==> src/hw/rv_pkg.sv <==
package rv_pkg;

    // ########################################
    // widths
    // ########################################
    localparam int xlen       = 32;
    localparam int hart_num   = 2;
    localparam int reg_addr_w = 5;

    typedef logic [xlen-1:0]              word_t;
    typedef logic [$clog2(hart_num)-1:0]  hart_t;
    typedef logic [reg_addr_w-1:0]        reg_addr_t;

    // ########################################
    // encodings
    // ########################################
    typedef enum logic [6:0] {
        opc_op     = 7'b0110011,
        opc_op_imm = 7'b0010011,
        opc_lui    = 7'b0110111,
        opc_load   = 7'b0000011,
        opc_store  = 7'b0100011,
        opc_branch = 7'b1100011
    } opcode_e;

    // pass_b forwards operand b unchanged, which is how lui writes its immediate.
    typedef enum logic [3:0] {
        alu_add, alu_sub, alu_and, alu_or, alu_xor,
        alu_slt, alu_sltu, alu_sll, alu_srl, alu_sra,
        alu_pass_b
    } alu_op_e;

    typedef struct packed {
        logic      valid;
        alu_op_e   alu_op;
        reg_addr_t rs1;
        reg_addr_t rs2;
        reg_addr_t rd;
        word_t     imm;
        logic      use_imm;
        logic      wb_en;
        logic      is_load;
        logic      is_store;
        logic      is_branch;
        logic      br_ne;
    } uop_t;

    // each hart starts in its own code region.
    localparam word_t hart_reset_pc [hart_num] = '{32'h0000_0000, 32'h0000_0400};

endpackage

==> src/hw/mem_access_if.sv <==
`timescale 1ns/1ps

interface mem_access_if;

    logic          fetch_req;
    rv_pkg::word_t fetch_addr;
    rv_pkg::word_t inst;
    logic          inst_valid;

    logic          data_req;
    logic          data_we;
    rv_pkg::word_t data_addr;
    rv_pkg::word_t data_wdata;
    rv_pkg::word_t load_data;
    logic          mem_stall;

    modport pipe (
        output fetch_req, fetch_addr, data_req, data_we, data_addr, data_wdata,
        input  inst, inst_valid, load_data, mem_stall
    );

    modport port (
        input  fetch_req, fetch_addr, data_req, data_we, data_addr, data_wdata,
        output inst, inst_valid, load_data, mem_stall
    );

endinterface

==> src/hw/hart_pipe.sv <==
`timescale 1ns/1ps

module hart_pipe (
    input  logic              clk,
    input  logic              rst_n,
    input  rv_pkg::uop_t      dec_uop,
    input  rv_pkg::word_t     ex_result,
    input  rv_pkg::word_t     ex_store_data,
    input  logic              br_taken,
    input  rv_pkg::word_t     br_target,
    input  rv_pkg::word_t     rf_rdata1,
    input  rv_pkg::word_t     rf_rdata2,
    mem_access_if.pipe        mem,
    output rv_pkg::hart_t     cur_hart,
    output rv_pkg::word_t     ifid_inst,
    output rv_pkg::word_t     ifid_pc,
    output rv_pkg::uop_t      idex_uop,
    output rv_pkg::word_t     idex_pc,
    output rv_pkg::word_t     idex_rs1_val,
    output rv_pkg::word_t     idex_rs2_val,
    output logic              exmem_fwd_valid,
    output rv_pkg::reg_addr_t exmem_fwd_rd,
    output rv_pkg::word_t     exmem_fwd,
    output logic              exwb_fwd_valid,
    output rv_pkg::reg_addr_t exwb_fwd_rd,
    output rv_pkg::word_t     exwb_fwd,
    output logic              rf_we,
    output rv_pkg::reg_addr_t rf_waddr,
    output rv_pkg::word_t     rf_wdata
);
    logic              run_q;
    logic              adv;
    rv_pkg::word_t     pc_q         [rv_pkg::hart_num];
    logic              ifid_valid   [rv_pkg::hart_num];
    rv_pkg::word_t     ifid_inst_q  [rv_pkg::hart_num];
    rv_pkg::word_t     ifid_pc_q    [rv_pkg::hart_num];
    logic              idex_valid   [rv_pkg::hart_num];
    rv_pkg::uop_t      idex_uop_q   [rv_pkg::hart_num];
    rv_pkg::word_t     idex_pc_q    [rv_pkg::hart_num];
    rv_pkg::word_t     idex_rs1_q   [rv_pkg::hart_num];
    rv_pkg::word_t     idex_rs2_q   [rv_pkg::hart_num];
    logic              exmem_wb     [rv_pkg::hart_num];
    logic              exmem_ld     [rv_pkg::hart_num];
    logic              exmem_st     [rv_pkg::hart_num];
    rv_pkg::reg_addr_t exmem_rd     [rv_pkg::hart_num];
    rv_pkg::word_t     exmem_result [rv_pkg::hart_num];
    rv_pkg::word_t     exmem_sdata  [rv_pkg::hart_num];
    logic              exwb_valid   [rv_pkg::hart_num];
    rv_pkg::reg_addr_t exwb_rd      [rv_pkg::hart_num];
    rv_pkg::word_t     exwb_data    [rv_pkg::hart_num];

    // a data access without ready freezes every hart.
    assign adv = !mem.mem_stall;

    // ########################################
    // current hart view
    // ########################################
    assign ifid_inst    = ifid_inst_q[cur_hart];
    assign ifid_pc      = ifid_pc_q[cur_hart];
    assign idex_pc      = idex_pc_q[cur_hart];
    assign idex_rs1_val = idex_rs1_q[cur_hart];
    assign idex_rs2_val = idex_rs2_q[cur_hart];

    always_comb begin
        idex_uop       = idex_uop_q[cur_hart];
        idex_uop.valid = idex_valid[cur_hart];
    end

    // load data is forwarded in the cycle the access completes.
    assign exmem_fwd_valid = exmem_wb[cur_hart];
    assign exmem_fwd_rd    = exmem_rd[cur_hart];
    assign exmem_fwd       = exmem_ld[cur_hart] ? mem.load_data : exmem_result[cur_hart];
    assign exwb_fwd_valid  = exwb_valid[cur_hart];
    assign exwb_fwd_rd     = exwb_rd[cur_hart];
    assign exwb_fwd        = exwb_data[cur_hart];

    assign rf_we    = exwb_valid[cur_hart] && adv;
    assign rf_waddr = exwb_rd[cur_hart];
    assign rf_wdata = exwb_data[cur_hart];

    // the memory stage wins the bus over fetch.
    assign mem.data_req   = exmem_ld[cur_hart] || exmem_st[cur_hart];
    assign mem.data_we    = exmem_st[cur_hart];
    assign mem.data_addr  = exmem_result[cur_hart];
    assign mem.data_wdata = exmem_sdata[cur_hart];
    assign mem.fetch_req  = run_q && !mem.data_req;
    assign mem.fetch_addr = pc_q[cur_hart];

    // ########################################
    // stage control
    // ########################################
    always_ff @(posedge clk) begin
        if (!rst_n) begin
            run_q    <= 1'b0;
            cur_hart <= '0;
            for (int h = 0; h < rv_pkg::hart_num; h++) begin
                pc_q[h]       <= rv_pkg::hart_reset_pc[h];
                ifid_valid[h] <= 1'b0;
                idex_valid[h] <= 1'b0;
                exmem_wb[h]   <= 1'b0;
                exmem_ld[h]   <= 1'b0;
                exmem_st[h]   <= 1'b0;
                exwb_valid[h] <= 1'b0;
            end
        end else begin
            run_q <= 1'b1;
            if (adv) begin
                cur_hart             <= ~cur_hart;
                exwb_valid[cur_hart] <= exmem_wb[cur_hart];
                exmem_wb[cur_hart]   <= idex_uop.valid && idex_uop.wb_en;
                exmem_ld[cur_hart]   <= idex_uop.valid && idex_uop.is_load;
                exmem_st[cur_hart]   <= idex_uop.valid && idex_uop.is_store;
                // taken branch flushes the younger decode and fetch slots.
                idex_valid[cur_hart] <= ifid_valid[cur_hart] && dec_uop.valid && !br_taken;
                ifid_valid[cur_hart] <= mem.inst_valid && !br_taken;
                if (br_taken) begin
                    pc_q[cur_hart] <= br_target;
                end else if (mem.inst_valid) begin
                    pc_q[cur_hart] <= pc_q[cur_hart] + 32'd4;
                end
            end
        end
    end

    always_ff @(posedge clk) begin
        if (adv) begin
            exwb_rd[cur_hart]      <= exmem_rd[cur_hart];
            exwb_data[cur_hart]    <= exmem_fwd;
            exmem_rd[cur_hart]     <= idex_uop.rd;
            exmem_result[cur_hart] <= ex_result;
            exmem_sdata[cur_hart]  <= ex_store_data;
            idex_uop_q[cur_hart]   <= dec_uop;
            idex_pc_q[cur_hart]    <= ifid_pc;
            idex_rs1_q[cur_hart]   <= rf_rdata1;
            idex_rs2_q[cur_hart]   <= rf_rdata2;
            if (mem.inst_valid) begin
                ifid_inst_q[cur_hart] <= mem.inst;
                ifid_pc_q[cur_hart]   <= pc_q[cur_hart];
            end
        end
    end

endmodule

==> src/flat_wrapper.sv <==
// flat-port wrapper written by rule: the top's interface ports become plain ports
module hart_pipe_flat 
  (clk, rst_n, dec_uop, ex_result, ex_store_data, br_taken, br_target, rf_rdata1, rf_rdata2, cur_hart, ifid_inst, ifid_pc, idex_uop, idex_pc, idex_rs1_val, idex_rs2_val, exmem_fwd_valid, exmem_fwd_rd, exmem_fwd, exwb_fwd_valid, exwb_fwd_rd, exwb_fwd, rf_we, rf_waddr, rf_wdata, mem_fetch_req, mem_fetch_addr, mem_data_req, mem_data_we, mem_data_addr, mem_data_wdata, mem_inst, mem_inst_valid, mem_load_data, mem_mem_stall);
  mem_access_if mem_i ();
  input  logic clk;
  input  logic rst_n;
  input  rv_pkg::uop_t dec_uop;
  input  rv_pkg::word_t ex_result;
  input  rv_pkg::word_t ex_store_data;
  input  logic br_taken;
  input  rv_pkg::word_t br_target;
  input  rv_pkg::word_t rf_rdata1;
  input  rv_pkg::word_t rf_rdata2;
  output rv_pkg::hart_t cur_hart;
  output rv_pkg::word_t ifid_inst;
  output rv_pkg::word_t ifid_pc;
  output rv_pkg::uop_t idex_uop;
  output rv_pkg::word_t idex_pc;
  output rv_pkg::word_t idex_rs1_val;
  output rv_pkg::word_t idex_rs2_val;
  output logic exmem_fwd_valid;
  output rv_pkg::reg_addr_t exmem_fwd_rd;
  output rv_pkg::word_t exmem_fwd;
  output logic exwb_fwd_valid;
  output rv_pkg::reg_addr_t exwb_fwd_rd;
  output rv_pkg::word_t exwb_fwd;
  output logic rf_we;
  output rv_pkg::reg_addr_t rf_waddr;
  output rv_pkg::word_t rf_wdata;
  output wire logic [$bits(mem_i.fetch_req)-1:0] mem_fetch_req;
  output wire logic [$bits(mem_i.fetch_addr)-1:0] mem_fetch_addr;
  output wire logic [$bits(mem_i.data_req)-1:0] mem_data_req;
  output wire logic [$bits(mem_i.data_we)-1:0] mem_data_we;
  output wire logic [$bits(mem_i.data_addr)-1:0] mem_data_addr;
  output wire logic [$bits(mem_i.data_wdata)-1:0] mem_data_wdata;
  input wire logic [$bits(mem_i.inst)-1:0] mem_inst;
  input wire logic [$bits(mem_i.inst_valid)-1:0] mem_inst_valid;
  input wire logic [$bits(mem_i.load_data)-1:0] mem_load_data;
  input wire logic [$bits(mem_i.mem_stall)-1:0] mem_mem_stall;
  assign mem_fetch_req = mem_i.fetch_req;
  assign mem_fetch_addr = mem_i.fetch_addr;
  assign mem_data_req = mem_i.data_req;
  assign mem_data_we = mem_i.data_we;
  assign mem_data_addr = mem_i.data_addr;
  assign mem_data_wdata = mem_i.data_wdata;
  assign mem_i.inst = mem_inst;
  assign mem_i.inst_valid = mem_inst_valid;
  assign mem_i.load_data = mem_load_data;
  assign mem_i.mem_stall = mem_mem_stall;
  hart_pipe u_core (.clk(clk), .rst_n(rst_n), .dec_uop(dec_uop), .ex_result(ex_result), .ex_store_data(ex_store_data), .br_taken(br_taken), .br_target(br_target), .rf_rdata1(rf_rdata1), .rf_rdata2(rf_rdata2), .mem(mem_i), .cur_hart(cur_hart), .ifid_inst(ifid_inst), .ifid_pc(ifid_pc), .idex_uop(idex_uop), .idex_pc(idex_pc), .idex_rs1_val(idex_rs1_val), .idex_rs2_val(idex_rs2_val), .exmem_fwd_valid(exmem_fwd_valid), .exmem_fwd_rd(exmem_fwd_rd), .exmem_fwd(exmem_fwd), .exwb_fwd_valid(exwb_fwd_valid), .exwb_fwd_rd(exwb_fwd_rd), .exwb_fwd(exwb_fwd), .rf_we(rf_we), .rf_waddr(rf_waddr), .rf_wdata(rf_wdata));
endmodule
==> config.mk <==
export PLATFORM = sky130hd
export DESIGN_NAME = hart_pipe_flat
export DESIGN_NICKNAME = d
export VERILOG_FILES = /design/src/hw/rv_pkg.sv /design/src/hw/mem_access_if.sv /design/src/hw/hart_pipe.sv /design/src/flat_wrapper.sv
export SDC_FILE = /design/constraint.sdc
export NUM_CORES = 1
export LEC_CHECK = 0
export ABC_AREA = 1
export BUFFER_PORTS_ARGS = -buffer_cell sky130_fd_sc_hd__buf_4
export CAP_MARGIN = 20
export CORE_MARGIN = 3
export CORE_UTILIZATION = 35
export DETAILED_ROUTE_END_ITERATION = 10
export GPL_TIMING_DRIVEN = 0
export PLACE_DENSITY = 0.57
export SLEW_MARGIN = 20
export SYNTH_ARGS = -nofsm -noshare
export SYNTH_HDL_FRONTEND = slang
export SYNTH_SLANG_ARGS = --single-unit
==> constraint.sdc <==
create_clock -name clk -period 19 [get_ports clk]
set_input_delay 0 -clock clk [delete_from_list [all_inputs] [get_ports clk]]
set_output_delay 0 -clock clk [all_outputs]
set_load 0.01 [all_outputs]
### Word level (Yosys, flattened, before mapping)

Memories as Yosys holds them, arrays and structs flattened. A register that Yosys moved wholly into a read port is not among the register bits.
Index checks and enable logic that the tools add are counted.

| word-level totals | value |
|---|---|
| register bits after elaboration | 2 |
| bits in writable memories | 724 |
| input port bits | 287 |
| logic and storage cells | 117 |
| memories kept | 18 |

| operators by class | value |
|---|---|
| add/subtract/negate cells | 1 |
| mux-type cells | 75 |
| bitwise operators | 2 |
| reductions and logical operators | 19 |

Memory list:

| name | words | width | rd ports | clocked after memory_dff | wr ports | RTL line | source |
|---|---|---|---|---|---|---|---|
| u_core.idex_uop_q | 2 | 58 | 1 | 1 | 1 | hart_pipe.sv:38 | `rv_pkg::uop_t idex_uop_q [rv_pkg::hart_num];` |
| u_core.exmem_result | 2 | 32 | 1 | 1 | 1 | hart_pipe.sv:46 | `rv_pkg::word_t exmem_result [rv_pkg::hart_num];` |
| u_core.exmem_sdata | 2 | 32 | 1 | 1 | 1 | hart_pipe.sv:47 | `rv_pkg::word_t exmem_sdata [rv_pkg::hart_num];` |
| u_core.exwb_data | 2 | 32 | 1 | 1 | 1 | hart_pipe.sv:50 | `rv_pkg::word_t exwb_data [rv_pkg::hart_num];` |
| u_core.idex_pc_q | 2 | 32 | 1 | 1 | 1 | hart_pipe.sv:39 | `rv_pkg::word_t idex_pc_q [rv_pkg::hart_num];` |
| u_core.idex_rs1_q | 2 | 32 | 1 | 1 | 1 | hart_pipe.sv:40 | `rv_pkg::word_t idex_rs1_q [rv_pkg::hart_num];` |
| 12 more memories | -- | -- | -- | -- | -- | -- |  |

Operators with widths:

| kind | count |
|---|---|
| two-way mux 32 bit | 3 |
| two-way mux 1 bit | 72 |
| adder 32 x 3 -> 32 bit (second input constant) | 1 |
| OR reduction 32 bit | 1 |
| logical AND 1 bit | 8 |
| OR reduction 1 bit | 6 |
| logical NOT 1 bit | 3 |
| logical OR 1 bit | 1 |
| NOT 1 bit | 1 |
| OR 1 bit | 1 |

### Longest topological paths before layout

| depth | value |
|---|---|
| depth in word-level cells | 8 |
| depth in mapped cells | 14 |

### Worst setup path before layout

No wires, ideal clock.

| timing path | value |
|---|---|
| kind | register -> register |
| start point | register u_core.cur_hart |
| end point | memory u_core.exmem_rd[1][0] (netlist name), enable pin |
| library setup time | 0.654 ns |
| arrival | 6.451 ns |
| required time | 18.346 ns |
| setup slack | 11.895 ns |
| stages on the path, launching flop included | 2 |
| path buffers | 0 |
| cells stage by stage | dfxtp_1 -> ha_1 |

RTL lines:

| item | RTL line | source |
|---|---|---|
| start: declaration | hart_pipe.sv:14 | `output rv_pkg::hart_t cur_hart,` |
| start signal: assignment | hart_pipe.sv:108 | `cur_hart <= ~cur_hart;` |
| end: declaration | hart_pipe.sv:45 | `rv_pkg::reg_addr_t exmem_rd [rv_pkg::hart_num];` |

Straight into the memory's write port.

==> summary.txt <==
Timing
  • Layout Skew: between 0.02 and 0.025 ns
  • Unrepaired setup endpoints after global routing: false
  • Final min period: 3.50 ns
  • Setup WS post-layout: between 15 and 20 ns
  • Setup TNS: 0 ns
  • Setup-failing EPs final: 0
  • Worst-Margin Slew: approximately 0.96 ns
  • Max Clk Rate: 0.285 GHz
  • Relative slew slack: 0.363
  • Final Max Slew Viols: 0
  • Final hold vios: 0
  • Period utilization: 0.184

Logic synthesis
  • Synth Area in Adders: 0.00131
  • Leading area contributor after synthesis: edfxtp_1
  • Netlist cell types: 32
  • Post-Synth Simple-Gate Area: 0.192
  • Synth Area in XOR/XNOR: 0.00153
  • Ranking of synthesized cells by area: edfxtp_1 75%, nand2_1 15%, nor2_1 1.7%, buf_4 1.1%, dfxtp_1 1.1%
  • Post-Synthesis Cells: approximately 2400
  • Post-synthesis compound-gate area fraction: 0.0161
  • Synthesized cell area: between 0.02 and 0.03 mm²
  • Post-synthesis sequential area ratio: 0.757
  • Post-synth top area share: 0.747
  • Post-synthesis mux area share: 0.00175
  • Yosys reg bits: 725
  • Yosys warns: 0
  • Largest family of logic cells by synthesized area: simple AND/OR/NAND/NOR gates
  • Synthesized Nets: 2681
  • Syn Area/Cell: between 10 and 15 µm²

Die
  • Die W: slightly below 300 µm
  • Die Ht: 292 µm
  • CORE AREA: roughly 0.081 mm²
  • IO Count: around 720
  • Starting Density: 0.354
  • Num rows: 104
  • Die area: around 0.085 mm²

Layout
  • Non-Filler Instances: approximately 4600
  • Final core occ: 0.510
  • Final #Nets: 3787
  • Area grow syn2layout: 44.0%
  • Layout cells sized above 1: 0.272

Detailed routing
  • Vias per inst: approximately 4.6
  • Iter 0 DRT Violations: 1326
  • Vias: roughly 21000
  • Routed wire length: approximately 92000 µm
  • First-pass iteration count of the detailed router: 5
  • Drt wl/cell: between 15 and 20 µm
  • Routed Antenna Nets: 0
  • Residual DRC count: 0

Worst setup path
  • Setup CP Type: reg -> out
  • CP Capture Type: output pin
  • Critical path startpoint category: flip-flop
  • Crit path largest cell delay: between 0.4 and 0.5 ns
  • Slowest CP cell: a31oi_1
  • Crit-path cells: inv_2 > buf_6 > buf_4 > o21ai_1 > buf_2 > buf_2 > nor2_1 > a31oi_1 > buf_4
  • Worst Path Arrival: 3.50 ns
  • CP required: 19.00 ns
  • R2r setup slk: around 16 ns
  • Critical-path maximum fanout: 10

Placement
  • Routability Congestion: about 0.86
  • Placed insts: 4186
  • Number of buffers added on ports: around 720
  • Pre-CTS setup slack: 15.86 ns
  • Detailed placer's ending HPWL: 66600 µm

Global route
  • GR Util All Layers: 0.211
  • Initial antenna violation count: 2
  • Vias in the first global route: 20956
  • Global-route wire length before repair: approximately 130000 µm
  • Largest net degree at the start of global routing: 50
  • GRT overflow: 0

Job
  • Max_cap viols: 0

Power and ir drop
  • Maximum VDD drop: 65.7 µV
  • Pwr Total: 4.01 mW
  • Power Dens Cells: 97.5 mW/mm²
  • Leak: 17.2 nW

Clocking
  • CTS root buffer: clkbuf_16
  • CTS max path bufs: 3
  • Clock Latency Late Sink: between 0.6 and 0.7 ns
  • H-tree levels: 3
  • Total CTS buffers: 81
  • Clock slew at reported path FFs: around 0.06 ns
  • Post-CTS Setup Inserts: 0
  • Clock Sinks: between 700 and 800
  • CTS tree: built

Outcome
  • Outcome: finished clean

Min path
  • Hold WC Path Type: in -> reg
-- cells in the mapped netlist, drive strengths merged --
cell        n
nand2    1189
xnor2       2
nand3      46
or2        11
o21bai      1
edfxtp    710
inv        45
a21oi      18
a31oi      32
and2        1
nand3b      2
ha          3
buf        64
xor2        3
dfxtp      15
mux2i       5
a22oi       1
clkbuf     72
o2111ai     1
nor2      141
o21ai      24
o22ai       4
nand4       1
-- cell usage in the layout (no fill, tap or decap), types with 3 or more instances in the layout --
cell type	instances
nand2_1	1155
buf_4	758
edfxtp_1	710
dlygate4sd3_1	288
nor2_1	124
clkbuf_1	86
clkbuf_16	82
nand3_1	46
inv_1	43
nand2_2	33
a31oi_1	32
clkinv_1	20
o21ai_0	18
a21oi_1	18
dfxtp_1	15
buf_2	12
buf_16	12
or2_2	11
clkinv_2	11
nor2_4	9
buf_1	9
nor2_2	8
o21ai_1	6
mux2i_1	5
buf_12	5
o22ai_1	4
clkbuf_2	4
bufinv_16	4
xor2_1	3
buf_6	3
-- sequential cells by signal, indices dropped and copies added (netlist names), 10 cells and up, named ones only --
name,flops
u_core.exmem_rd,10
u_core.idex_pc_q,64
u_core.exwb_data,64
u_core.exmem_sdata,64
u_core.ifid_inst_q,64
u_core.exmem_result,64
u_core.exwb_rd,10
u_core.ifid_pc_q,64
u_core.idex_rs2_q,64
u_core.idex_rs1_q,64
u_core.pc_q,64
u_core.idex_uop_q,114
-- logic make-up (layout without fill, tap and decap cells) --
group                    after synthesis  in the layout
AO/OA/AOI/OAI                         81             81
XOR/XNOR                               5              5
adder cells (fa/ha/maj)                3              3
buffers and inverters                181           1348
flip-flops                           725            725
multiplexers                           5              5
other                                  0              1
AND/OR/NAND/NOR                     1391           1391
-- critical path: cells and delay by family, from the launching register on --
kind                   cells  cell delay, ns
AOI/OAI and AO/OA          2            0.84
buffers and inverters      6            1.56
DFF                        1            0.41
and+or+nand+nor            1            0.07
-- cell type report --
type                            instances  area, µm²
Multi-Input combinational cell       1485       6110
Inverter                               45        169
Sequential cell                       725      21600
Buffer                                136        703
Fill cell                            7120      39500
Clock buffer                          100       2120
Timing Repair Buffer                 1023       8700
Tap cell                             1060       1330
Antenna cell                            1       2.50
Clock inverter                         44        377
-- stage by stage --
stage                     instance area [µm²]  hold slack (ns)
after detailed placement                35800            0.146
after floorplan                         28600           0.0277
after global placement                  35300            0.151
final                                   41100           0.0869
after global routing                    41100           0.0641
after CTS                               41100           0.0320
-- worst paths after layout --
check                       start                    to  depth (start not counted)
min reg2reg  u_core.exwb_valid[0]  u_core.exwb_valid[0]                          2
max                     flip-flop         exmem_fwd[24]                          9
max reg2reg       u_core.cur_hart     u_core.pc_q[1][2]                          8
min                         rst_n          u_core.run_q                          2
-- repair_timing --
item                      CTS  global route
hold buffers              288             0
resized for setup           0             0
hold endpoints to repair  576             0
-- routing by layer --
metal,track usage,part of all wire,vias up
met3,0.0427,0.062,150
li1,-,-,10240
met1,0.269,0.41,10139
met2,0.361,0.49,678
met5,0,0,-
met4,0.0682,0.029,0
-- power by group --
group	leakage [nW]	switching, mW	internal (mW)
registers	6.84	0.0179	1.86
clock network	1.21	0.625	0.850
logic	9.19	0.381	0.280
Power figures use the tool's default switching activity.
